$ cat src/design/regFile.sv
// Reads are combinational, so a value written at one edge is visible to the next decode.
module regFile (
    input  logic        clk,
    input  logic        reset,
    input  logic [4:0]  rs1Addr,
    input  logic [4:0]  rs2Addr,
    output logic [31:0] rs1Data,
    output logic [31:0] rs2Data,
    input  logic        wrEn,
    input  logic [4:0]  wrAddr,
    input  logic [31:0] wrData
);

    // x0 has no storage
    logic [31:0] regs [1:31];

    always_ff @(posedge clk) begin
        if (reset) begin
            for (int i = 1; i < 32; i++) begin
                regs[i] <= '0;
            end
        end else if (wrEn && wrAddr != 5'd0) begin
            regs[wrAddr] <= wrData;
        end
    end

    always_comb begin
        if (rs1Addr == 5'd0) begin
            rs1Data = '0;
        end else begin
            rs1Data = regs[rs1Addr];
        end
    end

    always_comb begin
        if (rs2Addr == 5'd0) begin
            rs2Data = '0;
        end else begin
            rs2Data = regs[rs2Addr];
        end
    end

endmodule

$ cat config.mk
export PLATFORM = sky130hd
export DESIGN_NAME = regFile
export DESIGN_NICKNAME = d
export VERILOG_FILES = /design/src/design/regFile.sv
export SDC_FILE = /design/constraint.sdc
export NUM_CORES = 2
export LEC_CHECK = 0
export ABC_AREA = 1
export BUFFER_PORTS_ARGS = -buffer_cell sky130_fd_sc_hd__buf_2
export CORE_AREA = 4 4 481 483
export CTS_CLUSTER_SIZE = 10
export DETAILED_ROUTE_END_ITERATION = 8
export DIE_AREA = 0 0 485 487
export GPL_TIMING_DRIVEN = 1
export SYNTH_ARGS = -nofsm -noshare
export SYNTH_HDL_FRONTEND = slang
export SYNTH_SLANG_ARGS = --single-unit
$ cat constraint.sdc
create_clock -name clk -period 5.1 [get_ports clk]
set_input_delay 1.02 -clock clk [delete_from_list [all_inputs] [get_ports clk]]
set_output_delay 1.02 -clock clk [all_outputs]
set_load 0.01 [all_outputs]
==> impl_metrics.yaml <==
placed_design:
  dp_cells: 10000
  place_congestion: 0.8769
  port_buffers: 113
  placed_area_mm2: 0.06099
  dp_hpwl_mm: 140.3
  pre_cts_slack_ns: 0.2136
clock_tree:
  h-tree-depth: 3
  cts_root_buf: "clkbuf_16"
  cts_buffers: 118
  postCtsHoldBufs: 0
  tritoncts: "yes"
  cts.path.max_buffers: 3
  clock_sinks: 1024
  path_clk_slew_ns: 0.05
logic_synthesis:
  synth_edf_count: 1024
  yosysWarningCount: 0
  synthFlopType: "edfxtp_1"
  synth_cells: 7253
  seq_area_frac_synth_pct: 54.35
  syn_avg_cell_area_um2: 7.800
  ys_types: 24
  syn-cell-area_mm2: 0.05657
  async_flop_share_pct: 0
  ys_seq_elements: 1024
  synth_area_leaders: "edfxtp_1, nand2_1, nor2_1"
  yosys.area.top_type_share_pct: 54.35
  synth_top_cell_by_area: "edfxtp_1"
routing:
  vias_per_cell: 5.347
  first_iter_violations: 8972
  ant_nets: 0
  routed_wl_mm: 247.0
  drc: 0
  dr.pass1.iters: 7
  drt-wirelength-per-cell_um: 24.27
  via_count: 54430
critical_path:
  worstPathArrival_ns: 4.06
  critPathRequiredTime_ns: 4.08
  cp-end-kind: "output pin"
  crit_fanout: 20
  critPathKind: "input pin to output pin"
  start_kind: "input pin"
power_and_ir_drop:
  power.internal_mw: 14.74
  fin_total_pwr_mw: 20.69
  sw_frac_of_total_pct: 28.75
  total_leakage_power_nw: 25.80
  clkPwrFrac_pct: 37.1
  p_per_area_mw_per_mm2: 321.9
  seq_power_share_pct: 48.2
  switchingPower_mw: 5.947
  power_frac_comb_pct: 14.7
  ir_worst_vdd_mv: 0.3284
cells_and_area:
  syn_to_final_growth_pct: 13.57
  fin_nets: 7162
  final_common_cell: "nand2_1"
  largest_register_ffs: 1024
  drive_above_1_share_pct: 7.585
  largestRegisters: "regs x1024"
  fin_area_mm2: 0.06425
  mostFrequentLayoutCells: "nand2_1, nor2_1, edfxtp_1, nand3_1, o21ai_0"
  top_register: "regs"
  final-instance-count-excl-fill: 10180
  final_util_pct: 28.32
floorplan:
  rows: 175
  die_y_um: 487
  start_util_pct: 24.94
  dieArea_mm2: 0.2362
  die_w_um: 485
  core_mm2: 0.2268
  ioPinCount: 114
timing:
  tightest_slew_ns: 1.267
  period_share_pct: 99.68
  layout_min_cycle_time_ns: 5.084
  finalHoldViolCount: 0
  finalSetupTns_ns: 0
  setup_slack_ns: 0.01624
  max_slew_margin_pct: 15.53
  rsz0062_at_grt: "false"
  fmax_mhz: 196.7
  setup_viol: 0
  whs_ns: 0.4596
  slew_violations: 0
worst_hold_path:
  min_to: "regs[0][22]$_DFFE_PP_"
  hold_path.class: "input pin to register"
  hold_path_startpoint: "wrData[22]"
  min_path_cells: 1
grt:
  grt_start_max_net_pins: 122
  overflow: 0
  grt_pass1_vias: 50870
  antenna_found_initial: 19
  grt_pass1_wl_mm: 351.7
  grtUsageTotal_pct: 20.05
flow_run:
  maxCapViolCount: 0
status:
  status: "finished, final reports clean"
-- final cells by class --
cell class                 count  area (um2)
antenna                       11       27.53
clock buffer                 146        3122
clock inverter                21       111.4
fill                       23950      162600
inverter                     154       624.3
multi-input combinational   5479       22790
sequential                  1024       30750
tap                         3009        3765
timing repair buffer         335        3062
-- synthesized netlist by cell type (2+ instances only) --
library cell / n
nand2_1: 2084
nor2_1: 1790
buf_6: 3
o211ai_1: 23
inv_2: 6
clkbuf_1: 316
clkinv_1: 2
buf_2: 231
buf_4: 22
o21ai_1: 49
a21oi_1: 121
edfxtp_1: 1024
nor3_1: 8
nand3_1: 982
buf_1: 54
o21ai_0: 386
inv_1: 145
-- routing by layer --
| metal | part of all wire, % | wire length [um] | track usage [%] |
|---|---|---|---|
| met5 | 0.0081 | 20 | 0 |
| met4 | 7.0 | 17240 | 12.56 |
| met3 | 13 | 32560 | 4.476 |
| met2 | 43 | 106300 | 30.32 |
| met1 | 37 | 90970 | 25.98 |
-- worst max path at each step --
stage	startpoint	to	slack [ns]	cells past startpoint
detailed placement	rs1Addr[3]	rs1Data[9]	0.21	10
floorplan	rs1Addr[0]	rs1Data[22]	1.86	11
finish	rs1Addr[3]	rs1Data[10]	0.02	10
global placement	rs1Addr[3]	rs1Data[9]	0.13	10
global route	rs1Addr[3]	rs1Data[10]	0.09	10
CTS	rs1Addr[3]	rs1Data[9]	0.21	10
-- power groups by stage --
stage | Sequential [mW] | Clock [mW] | Combinational, mW
2_1_floorplan | 10.1 | 0 | 1.70
3_3_place_gp | 10.1 | 0 | 2.93
3_5_place_dp | 10.1 | 0 | 2.96
4_1_cts | 9.96 | 7.70 | 2.97
5_1_grt | 10.0 | 8.05 | 3.24
6_report | 9.97 | 7.67 | 3.04
-- cell families after synthesis --
kind of cell	after synthesis	share of synthesized area, %
AND/OR/NAND/NOR	4868	34.53
flip-flops	1024	54.35
buffers and inverters	781	5.885
AO/OA/AOI/OAI	579	5.224
other	1	0.006629
-- critical path, cell delays in order --
cell and delay (ns):
buf_4 0.30, nor2_4 0.40, inv_1 0.44, buf_4 0.36, a21oi_1 0.48, nor2_1 0.13, nand2_1 0.09, nand2_1 0.10
nor2_1 0.46, buf_2 0.23
-- repair_timing --
item,CTS,global route
resized for setup,0,1
buffers inserted,0,0
endpoints found under the setup margin,0,1
No activity file was read; power rests on OpenSTA's default activity.
