File: src/design/rvPkg.sv
// Shared RV32I types. aluOpE and branchE use core-internal codes that only this core decodes.
package rvPkg;

    localparam int XLEN = 32;

    // major opcodes, bits [6:0] of the instruction
    typedef enum logic [6:0] {
        OpReg    = 7'b0110011,
        OpImm    = 7'b0010011,
        OpLoad   = 7'b0000011,
        OpStore  = 7'b0100011,
        OpBranch = 7'b1100011,
        OpJal    = 7'b1101111,
        OpJalr   = 7'b1100111,
        OpLui    = 7'b0110111,
        OpAuipc  = 7'b0010111,
        OpSystem = 7'b1110011
    } opcodeE;

    // immediate formats, ExtN marks an unknown instruction
    typedef enum logic [2:0] {
        ExtI = 3'b000,
        ExtU = 3'b001,
        ExtS = 3'b010,
        ExtB = 3'b011,
        ExtJ = 3'b100,
        ExtN = 3'b101,
        ExtR = 3'b111
    } extTypeE;

    // {funct7[5], funct7[0], funct3}
    typedef enum logic [4:0] {
        AluAdd   = 5'b00000,
        AluSll   = 5'b00001,
        AluSlt   = 5'b00010,
        AluSltu  = 5'b00011,
        AluXor   = 5'b00100,
        AluSrl   = 5'b00101,
        AluOr    = 5'b00110,
        AluAnd   = 5'b00111,
        AluSub   = 5'b10000,
        AluSra   = 5'b10101,
        AluPassB = 5'b11000
    } aluOpE;

    // signedness of lt/ge comes from aluOp (slt or sltu)
    typedef enum logic [2:0] {
        BrNone = 3'b000,
        BrJal  = 3'b001,
        BrJalr = 3'b010,
        BrEq   = 3'b100,
        BrNe   = 3'b101,
        BrLt   = 3'b110,
        BrGe   = 3'b111
    } branchE;

    typedef enum logic {
        ASrcRs1 = 1'b0,
        ASrcPc  = 1'b1
    } aSrcE;

    typedef enum logic [1:0] {
        BSrcRs2  = 2'b00,
        BSrcImm  = 2'b01,
        BSrcFour = 2'b10
    } bSrcE;

    typedef enum logic [1:0] {
        StRunning = 2'b00,
        StError   = 2'b01,
        StEbreak  = 2'b10
    } instStatusE;

    typedef struct packed {
        logic       regWr;
        aSrcE       aSrc;
        bSrcE       bSrc;
        aluOpE      aluOp;
        branchE     branch;
        logic       memToReg;
        logic       memWr;
        logic [2:0] memOp;
        instStatusE status;
    } ctrlT;

    typedef struct packed {
        ctrlT            ctrl;
        logic [4:0]      rd;
        logic [XLEN-1:0] rs1Data;
        logic [XLEN-1:0] rs2Data;
        logic [XLEN-1:0] imm;
        logic [XLEN-1:0] pc;
    } decodedT;

    typedef struct packed {
        ctrlT            ctrl;
        logic [4:0]      rd;
        logic [XLEN-1:0] aluResult;
        logic [XLEN-1:0] storeData;
        logic [XLEN-1:0] nextPc;
    } execT;

endpackage

File: src/design/ctrlGen.sv
// Every SYSTEM opcode is taken as ebreak, and M-extension encodings of OP are not flagged as illegal.
module ctrlGen (
    input  logic           clk,
    input  logic           reset,
    input  logic           load,
    input  logic [31:0]    instr,
    input  logic [31:0]    pc,
    input  logic [31:0]    rs1Data,
    input  logic [31:0]    rs2Data,
    output logic [4:0]     rs1Addr,
    output logic [4:0]     rs2Addr,
    output rvPkg::decodedT decoded
);
    import rvPkg::*;

    opcodeE     opcode;
    logic [2:0] funct3;
    extTypeE    extType;
    ctrlT       ctrl;
    logic [XLEN-1:0] imm;
    decodedT    decNext;

    assign opcode  = opcodeE'(instr[6:0]);
    assign funct3  = instr[14:12];
    assign rs1Addr = instr[19:15];
    assign rs2Addr = instr[24:20];

    // control fields, defaults write nothing
    always_comb begin
        ctrl    = '0;
        extType = ExtN;
        case (opcode)
            OpReg: begin
                extType    = ExtR;
                ctrl.regWr = 1'b1;
                ctrl.aluOp = aluOpE'({instr[30], instr[25], funct3});
            end
            OpImm: begin
                extType    = ExtI;
                ctrl.regWr = 1'b1;
                ctrl.bSrc  = BSrcImm;
                // only srai carries funct7[5]
                if (funct3 == 3'b101 && instr[30]) begin
                    ctrl.aluOp = aluOpE'({2'b10, funct3});
                end else begin
                    ctrl.aluOp = aluOpE'({2'b00, funct3});
                end
            end
            OpLoad: begin
                extType       = ExtI;
                ctrl.regWr    = 1'b1;
                ctrl.bSrc     = BSrcImm;
                ctrl.memToReg = 1'b1;
                ctrl.memOp    = funct3;
            end
            OpStore: begin
                extType    = ExtS;
                ctrl.bSrc  = BSrcImm;
                ctrl.memWr = 1'b1;
                ctrl.memOp = funct3;
            end
            OpBranch: begin
                extType = ExtB;
                case (funct3)
                    3'b000: begin
                        ctrl.branch = BrEq;
                        ctrl.aluOp  = AluSlt;
                    end
                    3'b001: begin
                        ctrl.branch = BrNe;
                        ctrl.aluOp  = AluSlt;
                    end
                    3'b100: begin
                        ctrl.branch = BrLt;
                        ctrl.aluOp  = AluSlt;
                    end
                    3'b101: begin
                        ctrl.branch = BrGe;
                        ctrl.aluOp  = AluSlt;
                    end
                    3'b110: begin
                        ctrl.branch = BrLt;
                        ctrl.aluOp  = AluSltu;
                    end
                    3'b111: begin
                        ctrl.branch = BrGe;
                        ctrl.aluOp  = AluSltu;
                    end
                    default: ctrl.status = StError;
                endcase
            end
            OpJal, OpJalr: begin
                // link value pc+4 comes out of the ALU
                extType     = (opcode == OpJal) ? ExtJ : ExtI;
                ctrl.regWr  = 1'b1;
                ctrl.aSrc   = ASrcPc;
                ctrl.bSrc   = BSrcFour;
                ctrl.branch = (opcode == OpJal) ? BrJal : BrJalr;
            end
            OpLui: begin
                extType    = ExtU;
                ctrl.regWr = 1'b1;
                ctrl.bSrc  = BSrcImm;
                ctrl.aluOp = AluPassB;
            end
            OpAuipc: begin
                extType    = ExtU;
                ctrl.regWr = 1'b1;
                ctrl.aSrc  = ASrcPc;
                ctrl.bSrc  = BSrcImm;
            end
            OpSystem: begin
                extType     = ExtI;
                ctrl.status = StEbreak;
            end
            default: ctrl.status = StError;
        endcase
    end

    // immediate of the selected format
    always_comb begin
        case (extType)
            ExtI:    imm = {{20{instr[31]}}, instr[31:20]};
            ExtS:    imm = {{20{instr[31]}}, instr[31:25], instr[11:7]};
            ExtB:    imm = {{19{instr[31]}}, instr[31], instr[7], instr[30:25], instr[11:8], 1'b0};
            ExtU:    imm = {instr[31:12], 12'b0};
            ExtJ:    imm = {{11{instr[31]}}, instr[31], instr[19:12], instr[20], instr[30:21], 1'b0};
            default: imm = '0;
        endcase
    end

    always_comb begin
        decNext.ctrl    = ctrl;
        decNext.rd      = instr[11:7];
        decNext.rs1Data = rs1Data;
        decNext.rs2Data = rs2Data;
        decNext.imm     = imm;
        decNext.pc      = pc;
    end

    always_ff @(posedge clk) begin
        if (reset) begin
            decoded.ctrl <= '0;
        end else if (load) begin
            decoded <= decNext;
        end
    end

endmodule

File: config.mk
export PLATFORM = sky130hd
export DESIGN_NAME = ctrlGen
export DESIGN_NICKNAME = d
export VERILOG_FILES = /design/src/design/rvPkg.sv /design/src/design/ctrlGen.sv
export SDC_FILE = /design/constraint.sdc
export NUM_CORES = 1
export LEC_CHECK = 0
export BUFFER_PORTS_ARGS = -buffer_cell sky130_fd_sc_hd__buf_2
export CAP_MARGIN = 20
export CELL_PAD_IN_SITES_DETAIL_PLACEMENT = 1
export CELL_PAD_IN_SITES_GLOBAL_PLACEMENT = 1
export CORE_UTILIZATION = 38
export DETAILED_ROUTE_END_ITERATION = 12
export GPL_TIMING_DRIVEN = 0
export PLACE_DENSITY = 0.84
export SLEW_MARGIN = 20
export SYNTH_ARGS = -nofsm -noshare
export SYNTH_HDL_FRONTEND = slang
export SYNTH_SLANG_ARGS = --single-unit
File: constraint.sdc
create_clock -name clk -period 18.8 [get_ports clk]
set_clock_uncertainty 0.15 [all_clocks]
set_input_delay 1.88 -clock clk [delete_from_list [all_inputs] [get_ports clk]]
set_output_delay 1.88 -clock clk [all_outputs]
set_load 0.1 [all_outputs]
==> summary.md <==
| Metric | Value |
|---|---|
| Outcome | `finished, final reports clean` |
| Mapped Area | `0.00558 mm^2` |
| Vias per std cell | `roughly 5` |
| Syn-to-layout area delta | `42.4%` |
| Max-Cap Viols | `0` |
| Final period util | `24.4%` |
| Setup-failing EPs final | `0` |
| Syn_nets | `around 470` |
| Die height | `123 um` |
| Max Transition Viols Final | `0` |
| Post-CTS Hold Fix Bufs | `0` |
| Final instance area | `0.00794 mm^2` |
| Hpwl dp | `14.7 mm` |
| CP peak stage delay | `just over 0.4 ns` |
| PortBufs | `approximately 290` |
| CP endpoint kind | `output pin` |
| Top Layer Used | `met4` |
| Clk root buf | `clkbuf_16` |
| Crit Path Class | `in2out` |
| Drt pass-1 iters | `4` |
| Min Hold Slack | `0.326 ns` |
| Hold crit path type | `reg2reg` |
| CP dominant cell by count | `buf_2` |
| Post-CTS Resized | `0` |
| FP Rows | `43` |
| Yosys warning count | `0` |
| Final min period | `4.58 ns` |
| Postcts setup bufs | `0` |
| Unrepaired setup endpoints after global routing | `no` |
| Worst-margin pin slew | `0.718 ns` |
| Clock tree sinks | `152` |
| First-pass GRT wire length | `27.2 mm` |
| Die area | `approximately 0.015 mm^2` |
| Largest net degree at the start of global routing | `31` |
| Largest Register | `decoded` |
| Main flop type after synthesis | `edfxtp_1` |
| Congestion Overflow GR | `0` |
| Starting Density | `39.6%` |
| Initial antenna violation count | `6` |
| Most common cell after layout, fill and taps aside | `buf_2` |
| Layout cells sized above 1 | `a little over half` |
| Placed Area | `0.00733 mm^2` |
| Design Power | `0.000956 W` |
| Placeable Area | `~0.014 mm^2` |
| Met3 wire len | `~1.4 mm` |
| Crit path launch type | `input port` |
| PD cells | `~120 mW/mm^2` |
| Worst path cell trace | `buf_2 > buf_4 > buf_2` |
| Cell at the slowest stage of the critical path | `buf_2` |
| Drt drc | `0` |
| Final TNS setup | `0 ns` |
| Peak Freq | `0.218 GHz` |
| DR iter-0 viols | `165` |
| Post-DRT Antenna Nets | `0` |
| Num CTS Buffers | `17` |
| Crit path buffers/inverters | `3` |
| Routed WL | `a little under 20 mm` |
| Max-slew headroom | `52.0%` |
| Unique masters post-synth | `56` |
| WP data arrival | `2.55 ns` |
| Synthesized area per cell | `16.7 um^2` |
| FFs w/ async S/R, synth | `0%` |
| Cell count after synthesis | `334` |
| CTS tree | `yes` |
| Worst Path Max Fanout | `4` |
| Sequential fraction of the synthesis area | `78.4%` |
| Commonest non-fill, non-tap cells in the layout | `buf_2 (296), edfxtp_1 (133), dfxtp_1 (19)` |
| Avg WL per Cell | `23.1 um` |
| Die width | `123 um` |
| GRT Util Overall | `approximately a quarter` |
| Met2 wire length | `10.9 mm` |
| Leakage power | `between 3 and 4 nW` |
| #FFs+latches synth | `152` |
| H-tree depth | `4` |
| Skew-Pair Late Insertion Delay | `0.41 ns` |
| Req. time, crit path | `~17 ns` |
| Vias | `4245` |
| CTS Buffer Depth | `2` |
| Crit path max-delay family | `buffers and inverters` |
| Net count, final | `776` |
| Post-synth EDFFs | `133` |
| Vias in the first global route | `4473` |
| WL met1 | `roughly 6.9 mm` |
| Peak VDD IR | `0.0000778 V` |
| Final hold violation count | `0` |
| Final core occ | `56.3%` |
| Placer Congestion | `0.892` |
| Worst-path clk slew | `approximately 0.060 ns` |
| IO Count | `293` |
| Largest register FFs | `roughly 150` |
| Top Registers | `decoded: 152 flops` |
[Yosys cell counts (2+ instances only)]
cell type  instances  area share [%]
edfxtp_1         133              72
dfxtp_1           19             6.8
a21o_1            18             2.4
nor2_1            17             1.1
nand2_1           15             1.0
a21oi_1           13             1.2
buf_4             10             1.3
nor3_1             9            0.81
buf_2              8            0.72
and2_1             7            0.79
inv_1              7            0.47
a22o_1             5            0.79
a22oi_1            5            0.67
clkbuf_1           5            0.34
nand3_1            5            0.45
buf_6              4            0.81
a211oi_1           3            0.40
mux2i_1            3            0.54
a41oi_1            2            0.31
and3b_1            2            0.31
nand2b_1           2            0.22
nand4_1            2            0.22
nand4bb_1          2            0.40
nor3_2             2            0.36
o211a_1            2            0.36
o21bai_1           2            0.27
o221ai_1           2            0.31
o31ai_1            2            0.27
[worst register-to-register path: cells and delay by family (launching register included)]
kind,cells,cell delay (ns)
flip-flops,1,0.34
AND/OR/NAND/NOR,1,0.05
AO/OA/AOI/OAI,1,0.24
[cell type report]
cell class / count / area [um^2]
Antenna cell: 8 / 20.0
Multi-Input combinational cell: 147 / 1000
Sequential cell: 152 / 4370
Clock buffer: 20 / 437
Inverter: 7 / 26.3
Timing Repair Buffer: 292 / 1520
Tap cell: 180 / 225
Buffer: 28 / 183
Fill cell: 1472 / 6150
Clock inverter: 11 / 155
[final timing paths]
path                     start      endpoint  slack [ns]  cells past startpoint
setup / recovery     instr[20]    rs2Addr[0]       14.22                      3
setup reg to reg  decoded[148]  decoded[148]       17.93                      2
hold / removal    decoded[141]  decoded[141]        0.33                      2
hold reg to reg   decoded[141]  decoded[141]        0.33                      2
[cells by family (layout without fill, tap and decap cells)]
kind of cell,Yosys count,in the layout,share of synthesized area (%)
flip-flops,152,152,78.4
AND/OR/NAND/NOR,76,76,7.83
AO/OA/AOI/OAI,67,67,9.29
buffers and inverters,35,358,3.75
multiplexers,3,3,0.539
XOR/XNOR,1,1,0.157
other,0,8,0
[metal layers]
metal	track usage (%)	vias to the layer above
li1	-	1902
met1	27.0	2128
met2	46.4	185
met3	6.50	30
met4	12.1	0
met5	0	-
[power breakdown]
| group | internal, W | switching [W] | total [W] |
|---|---|---|---|
| clock | 0.000220 | 0.000130 | 0.000350 |
| sequential | 0.000389 | 0.00000691 | 0.000395 |
| combinational | 0.0000306 | 0.000180 | 0.000211 |
[metrics by stage]
stage,worst slack (ns),instances
detailed placement,14.22,806
finish,14.22,845
floorplan,9.92,334
global placement,7.75,802
CTS,14.22,837
global route,14.21,844
Power figures use the tool's default switching activity.
